$ cat src/mul_config.svh
`ifndef MUL_CONFIG_SVH
`define MUL_CONFIG_SVH

// Operand widths of the multiplier
`define MUL_WIDTH_A 32
`define MUL_WIDTH_B 32

// Full unsigned product
`define MUL_WIDTH_P 64

// Bit period counter, wide enough for slow host rates
`define BAUD_CNT_WIDTH 16

// Flops on the asynchronous serial input
`define RX_SYNC_STAGES 3

`endif

$ cat src/mul_pkg.sv
`default_nettype none

`include "mul_config.svh"

package mul_pkg;

   typedef logic [`MUL_WIDTH_A-1:0]    operand_a_t;
   typedef logic [`MUL_WIDTH_B-1:0]    operand_b_t;
   typedef logic [`MUL_WIDTH_P-1:0]    product_t;
   typedef logic [7:0]                 uart_byte_t;
   typedef logic [`BAUD_CNT_WIDTH-1:0] baud_div_t;   // Clock cycles per bit
   typedef logic [3:0]                 nibble_t;

   // Command code sits in the low nibble of a received byte
   typedef enum logic [3:0] {
      LOAD_A = 4'h0,
      LOAD_B = 4'h1,
      READ_P = 4'h2,
      START  = 4'h3
   } cmd_e;

   typedef enum logic {
      LOADING,
      MULTIPLYING
   } ctrl_state_e;

   typedef enum logic [2:0] {
      RX_MEASURE,   // Waiting for the sync character
      RX_IDLE,
      RX_START,
      RX_DATA,
      RX_STOP
   } rx_state_e;

   typedef enum logic [1:0] {
      TX_IDLE,
      TX_START,
      TX_DATA,
      TX_STOP
   } tx_state_e;

   typedef struct packed {
      operand_a_t a;
      operand_b_t b;
   } mul_req_t;

   typedef struct packed {
      logic       valid;
      uart_byte_t data;
   } rx_byte_t;

   typedef struct packed {
      logic       start;
      uart_byte_t data;
   } tx_req_t;

endpackage

`default_nettype wire

$ cat src/mul_cmd_ctrl.sv
`timescale 1ns/1ns
`default_nettype none

`include "mul_config.svh"

module mul_cmd_ctrl (
   input  logic              pll_clk,
   input  logic              i_nrst,
   input  mul_pkg::rx_byte_t i_rx,
   output mul_pkg::tx_req_t  o_tx_req,
   output mul_pkg::mul_req_t o_mul_req,
   output logic              o_mul_valid,
   input  logic              i_mul_accept,
   input  mul_pkg::product_t i_product
);

   import mul_pkg::*;

   ctrl_state_e state_q;
   cmd_e        cmd;
   nibble_t     nib;
   operand_a_t  a_q;
   operand_b_t  b_q;
   product_t    prod_q;   // Shifts down on every read
   uart_byte_t  tx_byte_q;
   logic        tx_start_q;

   assign cmd = cmd_e'(i_rx.data[3:0]);
   assign nib = i_rx.data[7:4];

   always_ff @(posedge pll_clk or negedge i_nrst) begin
      if (!i_nrst) begin
         state_q    <= LOADING;
         a_q        <= '0;
         b_q        <= '0;
         prod_q     <= '0;
         tx_start_q <= 1'b0;
      end else begin
         tx_start_q <= 1'b0;
         case (state_q)
            LOADING: if (i_rx.valid) begin
               case (cmd)
                  LOAD_A: a_q <= {a_q[`MUL_WIDTH_A-5:0], nib};
                  LOAD_B: b_q <= {b_q[`MUL_WIDTH_B-5:0], nib};
                  READ_P: begin
                     prod_q     <= prod_q >> 8;   // Zeros fill from the top
                     tx_start_q <= 1'b1;
                  end
                  START:   state_q <= MULTIPLYING;
                  default: ;   // Codes 4 to F do nothing
               endcase
            end
            MULTIPLYING: if (i_mul_accept) begin
               prod_q  <= i_product;
               state_q <= LOADING;
            end
            default: state_q <= LOADING;
         endcase
      end
   end

   // Byte captured before the shift takes it away
   always_ff @(posedge pll_clk) begin
      if (state_q == LOADING && i_rx.valid && cmd == READ_P) tx_byte_q <= prod_q[7:0];
   end

   assign o_tx_req.start = tx_start_q;
   assign o_tx_req.data  = tx_byte_q;
   assign o_mul_req.a    = a_q;
   assign o_mul_req.b    = b_q;
   assign o_mul_valid    = (state_q == MULTIPLYING);

endmodule

`default_nettype wire

$ cat src/mul_uart_top.sv
`timescale 1ns/1ns
`default_nettype none

module mul_uart_top (
   input  logic pll_clk,
   input  logic i_nrst,
   input  logic i_rx,
   output logic o_tx
);

   import mul_pkg::*;

   rx_byte_t  rx_byte;
   tx_req_t   tx_req;
   baud_div_t baud_div;   // Measured by the receiver, reused for transmit
   mul_req_t  mul_req;
   logic      mul_valid;
   logic      mul_accept;
   product_t  product;

   uart_rx_autobaud u_rx (
      .pll_clk    (pll_clk),
      .i_nrst     (i_nrst),
      .i_rx       (i_rx),
      .o_rx       (rx_byte),
      .o_baud_div (baud_div)
   );

   uart_tx u_tx (
      .pll_clk    (pll_clk),
      .i_nrst     (i_nrst),
      .i_tx_req   (tx_req),
      .i_baud_div (baud_div),
      .o_tx       (o_tx)
   );

   mul_cmd_ctrl u_ctrl (
      .pll_clk      (pll_clk),
      .i_nrst       (i_nrst),
      .i_rx         (rx_byte),
      .o_tx_req     (tx_req),
      .o_mul_req    (mul_req),
      .o_mul_valid  (mul_valid),
      .i_mul_accept (mul_accept),
      .i_product    (product)
   );

   seq_multiplier u_mul (
      .pll_clk   (pll_clk),
      .i_nrst    (i_nrst),
      .i_a       (mul_req.a),
      .i_b       (mul_req.b),
      .i_valid   (mul_valid),
      .o_product (product),
      .o_accept  (mul_accept)
   );

endmodule

`default_nettype wire

$ cat src/seq_multiplier.sv
`timescale 1ns/1ns
`default_nettype none

`include "mul_config.svh"

module seq_multiplier #(
   parameter int DATA_WIDTH_A = `MUL_WIDTH_A,
   parameter int DATA_WIDTH_B = `MUL_WIDTH_B
) (
   input  logic                    pll_clk,
   input  logic                    i_nrst,
   input  logic [DATA_WIDTH_A-1:0] i_a,
   input  logic [DATA_WIDTH_B-1:0] i_b,
   input  logic                    i_valid,
   output mul_pkg::product_t       o_product,
   output logic                    o_accept
);

   localparam int P_WIDTH = DATA_WIDTH_A + DATA_WIDTH_B;
   localparam int CNT_W   = $clog2(DATA_WIDTH_B);

   logic               busy_q;
   logic               done_q;   // Result handed over, wait for valid to drop
   logic               accept_q;
   logic [CNT_W-1:0]   cnt_q;
   logic               load;
   logic [P_WIDTH-1:0] acc_q;
   logic [P_WIDTH-1:0] mcand_q;
   logic [DATA_WIDTH_B-1:0] mplier_q;

   assign load = i_valid && !busy_q && !done_q;

   always_ff @(posedge pll_clk or negedge i_nrst) begin
      if (!i_nrst) begin
         busy_q   <= 1'b0;
         done_q   <= 1'b0;
         accept_q <= 1'b0;
         cnt_q    <= '0;
      end else begin
         accept_q <= 1'b0;
         if (load) begin
            busy_q <= 1'b1;
            cnt_q  <= '0;
         end else if (busy_q) begin
            cnt_q <= cnt_q + 1'b1;
            if (cnt_q == CNT_W'(DATA_WIDTH_B - 1)) begin   // Last multiplier bit
               busy_q   <= 1'b0;
               done_q   <= 1'b1;
               accept_q <= 1'b1;
            end
         end else if (done_q && !i_valid) begin
            done_q <= 1'b0;
         end
      end
   end

   always_ff @(posedge pll_clk) begin
      if (load) begin
         acc_q    <= '0;
         mcand_q  <= P_WIDTH'(i_a);
         mplier_q <= i_b;
      end else if (busy_q) begin
         if (mplier_q[0]) acc_q <= acc_q + mcand_q;
         mcand_q  <= mcand_q << 1;
         mplier_q <= mplier_q >> 1;
      end
   end

   assign o_product = acc_q;
   assign o_accept  = accept_q;

endmodule

`default_nettype wire

$ cat src/uart_rx_autobaud.sv
`timescale 1ns/1ns
`default_nettype none

`include "mul_config.svh"

module uart_rx_autobaud (
   input  logic               pll_clk,
   input  logic               i_nrst,
   input  logic               i_rx,
   output mul_pkg::rx_byte_t  o_rx,
   output mul_pkg::baud_div_t o_baud_div
);

   import mul_pkg::*;

   logic [`RX_SYNC_STAGES-1:0] sync_q;
   logic                       rx_s;
   rx_state_e                  state_q;
   baud_div_t                  cnt_q;
   baud_div_t                  baud_div_q;
   baud_div_t                  half_div;
   logic                       bit_end;
   logic [2:0]                 bit_cnt_q;
   uart_byte_t                 shift_q;
   logic                       locked_q;   // Set once the sync character is through
   logic                       valid_q;

   assign rx_s     = sync_q[`RX_SYNC_STAGES-1];
   assign half_div = baud_div_q >> 1;
   assign bit_end  = (cnt_q == baud_div_q - baud_div_t'(1));

   always_ff @(posedge pll_clk or negedge i_nrst) begin
      if (!i_nrst) begin
         sync_q     <= '1;   // Idle line level
         state_q    <= RX_MEASURE;
         cnt_q      <= '0;
         baud_div_q <= '0;
         bit_cnt_q  <= '0;
         locked_q   <= 1'b0;
         valid_q    <= 1'b0;
      end else begin
         sync_q  <= {sync_q[`RX_SYNC_STAGES-2:0], i_rx};
         valid_q <= 1'b0;
         case (state_q)
            RX_MEASURE: begin
               if (!rx_s) begin
                  cnt_q <= cnt_q + baud_div_t'(1);   // Low width of the start bit
               end else if (cnt_q != '0) begin
                  baud_div_q <= cnt_q;
                  // Land mid-bit in data bit 0, rest of the frame is discarded
                  cnt_q      <= cnt_q >> 1;
                  bit_cnt_q  <= '0;
                  state_q    <= RX_DATA;
               end
            end
            RX_IDLE: begin
               cnt_q <= '0;
               if (!rx_s) state_q <= RX_START;
            end
            RX_START: begin
               if (cnt_q == half_div) begin
                  cnt_q     <= '0;
                  bit_cnt_q <= '0;
                  state_q   <= rx_s ? RX_IDLE : RX_DATA;   // Drop short glitches
               end else begin
                  cnt_q <= cnt_q + baud_div_t'(1);
               end
            end
            RX_DATA: begin
               if (bit_end) begin
                  cnt_q     <= '0;
                  bit_cnt_q <= bit_cnt_q + 3'd1;
                  if (bit_cnt_q == 3'd7) state_q <= RX_STOP;
               end else begin
                  cnt_q <= cnt_q + baud_div_t'(1);
               end
            end
            RX_STOP: begin
               if (bit_end) begin
                  cnt_q    <= '0;
                  valid_q  <= locked_q;   // Sync byte is never delivered
                  locked_q <= 1'b1;
                  state_q  <= RX_IDLE;
               end else begin
                  cnt_q <= cnt_q + baud_div_t'(1);
               end
            end
            default: state_q <= RX_IDLE;
         endcase
      end
   end

   // LSB arrives first
   always_ff @(posedge pll_clk) begin
      if (state_q == RX_DATA && bit_end) shift_q <= {rx_s, shift_q[7:1]};
   end

   assign o_rx.valid = valid_q;
   assign o_rx.data  = shift_q;
   assign o_baud_div = baud_div_q;

endmodule

`default_nettype wire

$ cat src/uart_tx.sv
`timescale 1ns/1ns
`default_nettype none

module uart_tx (
   input  logic               pll_clk,
   input  logic               i_nrst,
   input  mul_pkg::tx_req_t   i_tx_req,
   input  mul_pkg::baud_div_t i_baud_div,
   output logic               o_tx
);

   import mul_pkg::*;

   tx_state_e  state_q;
   baud_div_t  cnt_q;
   logic [2:0] bit_cnt_q;
   logic       bit_end;
   uart_byte_t shift_q;
   logic       tx_q;

   assign bit_end = (cnt_q == i_baud_div - baud_div_t'(1));

   always_ff @(posedge pll_clk or negedge i_nrst) begin
      if (!i_nrst) begin
         state_q   <= TX_IDLE;
         cnt_q     <= '0;
         bit_cnt_q <= '0;
         tx_q      <= 1'b1;
      end else begin
         cnt_q <= bit_end ? '0 : cnt_q + baud_div_t'(1);
         case (state_q)
            TX_IDLE: begin
               cnt_q <= '0;
               if (i_tx_req.start) begin
                  tx_q    <= 1'b0;   // Start bit on the next cycle
                  state_q <= TX_START;
               end
            end
            TX_START: if (bit_end) begin
               tx_q      <= shift_q[0];
               bit_cnt_q <= '0;
               state_q   <= TX_DATA;
            end
            TX_DATA: if (bit_end) begin
               bit_cnt_q <= bit_cnt_q + 3'd1;
               if (bit_cnt_q == 3'd7) begin
                  tx_q    <= 1'b1;   // Stop bit
                  state_q <= TX_STOP;
               end else begin
                  tx_q <= shift_q[1];
               end
            end
            TX_STOP: if (bit_end) state_q <= TX_IDLE;
            default: state_q <= TX_IDLE;
         endcase
      end
   end

   always_ff @(posedge pll_clk) begin
      if (state_q == TX_IDLE && i_tx_req.start) begin
         shift_q <= i_tx_req.data;
      end else if (state_q == TX_DATA && bit_end) begin
         shift_q <= shift_q >> 1;
      end
   end

   assign o_tx = tx_q;

endmodule

`default_nettype wire
$ cat config.mk
export PLATFORM = sky130hd
export DESIGN_NAME = mul_uart_top
export DESIGN_NICKNAME = d
export VERILOG_FILES = /design/src/mul_pkg.sv /design/src/mul_cmd_ctrl.sv /design/src/mul_uart_top.sv /design/src/seq_multiplier.sv /design/src/uart_rx_autobaud.sv /design/src/uart_tx.sv
export VERILOG_INCLUDE_DIRS = /design/src
export SDC_FILE = /design/constraint.sdc
export NUM_CORES = 1
export LEC_CHECK = 0
export BUFFER_PORTS_ARGS = -buffer_cell sky130_fd_sc_hd__buf_4
export CORE_MARGIN = 4
export CORE_UTILIZATION = 55
export CTS_BUF_LIST = sky130_fd_sc_hd__clkbuf_8
export CTS_CLUSTER_SIZE = 8
export DETAILED_ROUTE_END_ITERATION = 10
export GPL_ROUTABILITY_DRIVEN = 0
export PLACE_DENSITY = 0.7
export SLEW_MARGIN = 20
export SYNTH_ARGS = -nofsm -noshare
export SYNTH_HDL_FRONTEND = slang
export SYNTH_HIERARCHICAL = 1
export SYNTH_SLANG_ARGS = --single-unit
$ cat constraint.sdc
create_clock -name pll_clk -period 7.16 [get_ports pll_clk]
set_input_delay 1.074 -clock pll_clk [delete_from_list [all_inputs] [get_ports pll_clk]]
set_output_delay 1.074 -clock pll_clk [all_outputs]
set_load 0.02 [all_outputs]
# Yosys cells after proc, flatten, opt, wreduce, memory -nomap -nowiden
# Index checks and enable logic that the tools add are counted.
dict set report op_classes {
  n_addsub 7
  n_mul 0
  n_div 0
  n_lt_le_gt_ge 0
  eq_ne 33
  shifts 0
  mux 65
  n_bitwise 2
  reduce_logical 36
}
# cell count
set ops {}
lappend ops {{64-bit two-way mux} 3}
lappend ops {{32-bit two-way mux} 4}
lappend ops {{64-bit one-hot mux with 2 select lines} 1}
lappend ops {{16-bit two-way mux} 6}
lappend ops {{64-bit adder} 1}
lappend ops {{16-bit one-hot mux with 4 select lines} 1}
lappend ops {{3-bit two-way mux} 13}
lappend ops {{16-bit by 1-bit adder with 16-bit output (second input constant)} 2}
lappend ops {{16-bit equality test} 2}
lappend ops {{2-bit by 1-bit != test with 1-bit output (second input constant)} 12}
lappend ops {{1-bit two-way mux} 21}
lappend ops {{3-bit AND reduction} 6}
lappend ops {{16-bit by 15-bit equality test with 1-bit output} 1}
lappend ops {{8-bit two-way mux} 2}
lappend ops {{16-bit nonzero test} 1}
lappend ops {{16-bit by 1-bit subtractor with 16-bit output (second input constant)} 1}
lappend ops {{3-bit one-hot mux with 5 select lines} 1}
lappend ops {{2-bit two-way mux} 6}
lappend ops {{5-bit two-way mux} 2}
lappend ops {{5-bit AND reduction} 2}
lappend ops {{3-bit equality test (second input constant)} 3}
lappend ops {{3-bit one-hot mux with 3 select lines} 1}
lappend ops {{4-bit by 2-bit equality test with 1-bit output (second input constant)} 2}
lappend ops {{1-bit logical AND} 8}
lappend ops {{26 further kinds} 41}
dict set report word_totals {
  reg_bits 387
  latch_bits 0
  ram_bits 0
  mem_bits_ro 0
  input_bits 3
  output_inout_bits 1
  n_memories 0
}

# Depth between registers and ports, before layout
dict set report logic_depth {
  depth_word 5
  ltp_mapped 12
  depth_no_buf 11
}

# By module
# The synthesis kept the hierarchy.
# module n_inst cells_each area_per_inst_um2 seq_area_each_um2
set modules_own_cells {}
lappend modules_own_cells {seq_multiplier 1 1190 9923.3 4043.9}
lappend modules_own_cells {mul_cmd_ctrl 1 484 5909.4 3493.4}
lappend modules_own_cells {uart_rx_autobaud 1 385 3514.6 1320.0}
lappend modules_own_cells {uart_tx 1 219 2137.0 792.0}

# Worst setup path after synthesis
# Ideal clock, no wire load.
dict set report synth_timing {
  path_kind {flip-flop to flip-flop}
  from {register u_rx.baud_div_q[8] (netlist: u_rx/o_baud_div[8])}
  to {register u_rx.bit_cnt_q[0]}
  arrival_ps 2971
  slack_ps 4064
  stages_incl_launch_ff 12
  period_less_slack_ps 3096
  cell_sequence {dfrtp_1 > buf_6 > or4_4 > buf_6 > or4_1 > a21oi_1 > nor3_1 > a2111oi_4 > buf_6 > a21o_4 > nand2_2 > mux2_4}
}
dict set report synth_between {
  elab_chain_len 4
}
# element line
set synth_rtl {}
lappend synth_rtl {{start: declaration} uart_rx_autobaud.sv:20} ;# baud_div_t baud_div_q;
lappend synth_rtl {{start signal: assignment} uart_rx_autobaud.sv:49} ;# baud_div_q <= cnt_q;
lappend synth_rtl {{16-bit by 1-bit subtractor with 16-bit output} uart_rx_autobaud.sv:30} ;# assign bit_end = (cnt_q == baud_div_q - baud_div_t'(1));
lappend synth_rtl {{16-bit equality test} uart_rx_autobaud.sv:30}
lappend synth_rtl {{2-bit by 1-bit != test with 1-bit output (no line)} n/a}
lappend synth_rtl {{5-bit AND reduction (no line) (*)} n/a}
lappend synth_rtl {{end signal: assignment} uart_rx_autobaud.sv:72} ;# bit_cnt_q <= bit_cnt_q + 3'd1;
lappend synth_rtl {{end: declaration} uart_rx_autobaud.sv:23} ;# logic [2:0] bit_cnt_q;
# Every way passes the cells marked *; elsewhere a longest branch is shown, timed or not.
# A chain may end at the register's enable or synchronous reset.

# Final worst setup path
dict set report layout_timing {
  from {register u_rx.baud_div_q[3] (netlist: u_rx/o_baud_div[3])}
  to {register u_rx.cnt_q[13]}
}
dict set report layout_between {
  elab_chain_len 4
}
# element line
set layout_rtl {}
lappend layout_rtl {{16-bit by 1-bit subtractor with 16-bit output} uart_rx_autobaud.sv:30}
lappend layout_rtl {{16-bit equality test} uart_rx_autobaud.sv:30}
lappend layout_rtl {{16-bit two-way mux} {uart_rx_autobaud.sv:70, uart_rx_autobaud.sv:79}}
lappend layout_rtl {{16-bit one-hot mux with 4 select lines (*)} uart_rx_autobaud.sv:44} ;# case (state_q)
lappend layout_rtl {{end signal: assignment} uart_rx_autobaud.sv:47} ;# cnt_q <= cnt_q + baud_div_t'(1);
lappend layout_rtl {{end signal: assignment} uart_rx_autobaud.sv:75} ;# cnt_q <= cnt_q + baud_div_t'(1);
lappend layout_rtl {{end signal: assignment} uart_rx_autobaud.sv:85} ;# cnt_q <= cnt_q + baud_div_t'(1);
lappend layout_rtl {{end: declaration} uart_rx_autobaud.sv:19} ;# baud_div_t cnt_q;
# Marks and branches as above.

==> metrics.txt <==
fmax 275 MHz; Post-Synthesis Net Count around 2400; Post-Synth Adder-Cell Area roughly 4.8%; clock skew around 22 ps; Max Cap Violations 0; commonest non-fill, non-tap cell in the layout nand2_1; Global Route Usage Sum between 20% and 30%; clk slew on worst S/H paths about 60 ps; CP max FO 16; min Tclk post-route around 3600 ps; slowest CP cell or4_4; IO buf count 3; Post-CTS Setup Inserts 0; hold path startpoint u_rx/sync_q[1]; asr flop ratio synth a little over half; commonest register cell after synthesis dfrtp_1; Critical Path, Cell by Cell or4_4, or4_4, o21ai_2, o211ai_2, a2111oi_4, nand2_1, a32oi_1, o31ai_1; worst hold stages 0; drt drc 0; status finished, final reports clean; post_cts resized 0; # setup viols final 0; Vias/cell 6.17; core footprint slightly below 40000 um2; register area roughly 9700 um2; Initial DRC Count 1554; crit start category flip-flop; vias in the first global route roughly 17000; Vias ~17000; # diodes 0; FF-to-FF Start u_rx/o_baud_div[3]; Synth Area in Compound Gates between 10% and 20%; setup tns final 0 ps; Hold Violations, Final 0; Max clock buf depth 3; kind of critical path reg -> reg; placed cell areas between 20000 and 25000 um2; DR WL/cell between 15 and 20 um; fin nets about 2300; share of layout cells above drive strength 1 ~11%; Slew @ Worst Pin approximately 1100 ps; Slew headroom between 20 and 30%; DIE AREA between 40000 and 50000 um2; first-pass GRT wire length 86000 um; first-pass iteration count of the detailed router 6; Leakage ~10 nW; Die X-Extent approximately 210 um; num rows 72; Post-synth EDFFs 88; Yosys reg bits between 300 and 400; crit path DAT roughly 4100 ps; Synth cell types 102; PD cells between 200 and 250 nW/um2; Non-Filler Cell Area, Final about 23000 um2; worst vdd ir roughly 0.13 mV; Post-Synthesis Cell Area between 20000 and 25000 um2; H-tree level count 3; detailed placement HPWL 34800 um; Initial Util 55.6%; YS warnings 6; fill cell count approximately 3400; largest family of logic cells by synthesized area compound AO/OA/AOI/OAI gates; fin. max-slew vios 0; RSZ-0062 raised after global routing no; die height approximately 210 um; Critical Path RT ~7700 ps; fin crit share roughly half; Worst Hold End u_rx/sync_q[2]; CTS hold repair buffers 0; worst r2r dst u_rx/cnt_q[13]; Crit path buffers/inverters 0; wirelength, routed ~52000 um; r2r setup slk 3530 ps; cell family with most CP delay simple AND/OR/NAND/NOR gates; commonest non-fill, non-tap cells in the layout nand2_1, dfrtp_1, nor2_1, a21oi_1, inv_1; CTS tree done; Synth-to-Final Area Change 6.80%; area taken by multi-input logic gates between 10000 and 15000 um2; initial antenna violation count 0; sequential share of the synthesized area roughly 45%; hold crit path type reg -> reg; XOR/XNOR share of the synthesized area under 10%; R2R cell count 8; stages on the worst setup path 8; Mean Syn Cell Area around 9.4 um2; Sink Count between 300 and 400; Clk Tree Root Cell clkbuf_8; nature of the critical path endpoint flip-flop; Skew-Pair Late Insertion Delay approximately 620 ps; Mapped Cells 2278; crit-path max cell delay 700 ps; multiplexer area fraction after synthesis around 4.9%; Routed Antenna Nets 0; fraction of the mapped netlist area in simple logic gates 16.8%; clock buffer count from CTS 67; most used cell, CP or4_4; largest net degree at the start of global routing 113; total grt overflow 0; Top Ports 4
-- Yosys cell counts (18+ instances only) --
library cell / count / area, um2
dfrtp_1: 199 / 4980
a211oi_1: 62 / 465
a22o_1: 37 / 324
clkbuf_1: 109 / 409
a221oi_1: 50 / 438
mux2_2: 83 / 935
a21oi_1: 124 / 621
nand3_1: 55 / 275
nand4_1: 45 / 282
and3_1: 19 / 119
o31ai_1: 23 / 173
nor2_1: 165 / 619
dfxtp_1: 96 / 1920
nand2_1: 338 / 1270
edfxtp_1: 88 / 2640
inv_1: 92 / 345
o21ai_0: 110 / 551
xnor2_1: 52 / 455
buf_2: 23 / 115
ha_1: 80 / 1000
nor3_1: 26 / 130
a21o_1: 28 / 210
a31oi_1: 18 / 113
xor2_1: 61 / 534
-- state kept, by name (all words and copies together) (netlist names), 2 cells and up --
signal	flops
u_tx/bit_cnt_q	3
u_ctrl/tx_byte_q	8
u_tx/cnt_q	16
u_ctrl/prod_q	64
u_rx/sync_q	3
u_rx/shift_q	8
u_rx/o_baud_div	16
u_mul/mcand_q	64
u_ctrl/b_q	32
u_tx/state_q	2
u_rx/bit_cnt_q	3
u_rx/state_q	3
u_mul/o_product	64
u_tx/shift_q	8
u_rx/cnt_q	16
u_mul/mplier_q	32
u_mul/cnt_q	5
u_ctrl/a_q	32
-- cell type report --
class,instances,share of cell area (%)
clock buffer,76,4.56
clock inverter,48,1.11
timing repair buffer,20,0.682
multi-input combinational,1643,47.2
sequential,387,42.1
tap,518,2.82
inverter,93,1.53
-- worst reg2reg max path: cells and delay by family, from the launching register on --
kind | cells | cell delay, ps
AO/OA/AOI/OAI | 5 | 1340
flip-flops | 1 | 580
AND/OR/NAND/NOR | 3 | 1600
-- stage by stage --
stage          instances  hold slack, ps  utilization [%]  setup WS (ps)  total power [mW]
2_1_floorplan       2278             345                -           4060              2.94
3_3_place_gp        2661             346             56.0           3620              3.09
3_5_place_dp        2661             348             56.0           3550              3.12
4_1_cts             2785             357             59.4           3550              5.10
5_1_grt             2785             358             59.4           3300              5.27
6_report            2785             356             59.4           3530              5.05
-- metal layers --
layer / track usage (%) / share of wire [%] / vias to the layer above
li1: - / - / 8132
met1: 34.0 / 44 / 8325
met2: 39.6 / 47 / 612
met3: 3.70 / 6.4 / 118
met4: 8.90 / 2.9 / 0
met5: 0 / 0 / -
-- report_power, final --
| part | internal [mW] | switching (mW) |
|---|---|---|
| Sequential | 2.27 | 0.0855 |
| Combinational | 0.292 | 0.448 |
| Clock | 1.02 | 0.933 |
| Total | 3.58 | 1.47 |
-- worst max path at each step --
| stage | startpoint | end | slack, ps |
|---|---|---|---|
| after global placement | u_rx/o_baud_div[3] | u_rx/cnt_q[7] | 3620 |
| after global routing | u_rx/o_baud_div[3] | u_rx/cnt_q[13] | 3300 |
| final | u_rx/o_baud_div[3] | u_rx/cnt_q[13] | 3530 |
| after CTS | u_rx/o_baud_div[3] | u_rx/cnt_q[13] | 3550 |
| after detailed placement | u_rx/o_baud_div[3] | u_rx/cnt_q[13] | 3550 |
| after floorplan | u_rx/o_baud_div[8] | u_rx/bit_cnt_q[0] | 4060 |
-- cell families (layout without fill, tap and decap cells) --
logic type,count (synthesis),in the layout
buffers and inverters,248,237
muxes,93,93
xor gates and xnor gates,113,113
AOI/OAI and AO/OA,586,586
DFF,387,387
and+or+nand+nor,770,770
adders and majority gates,81,81
No activity file was read; power rests on OpenSTA's default activity.
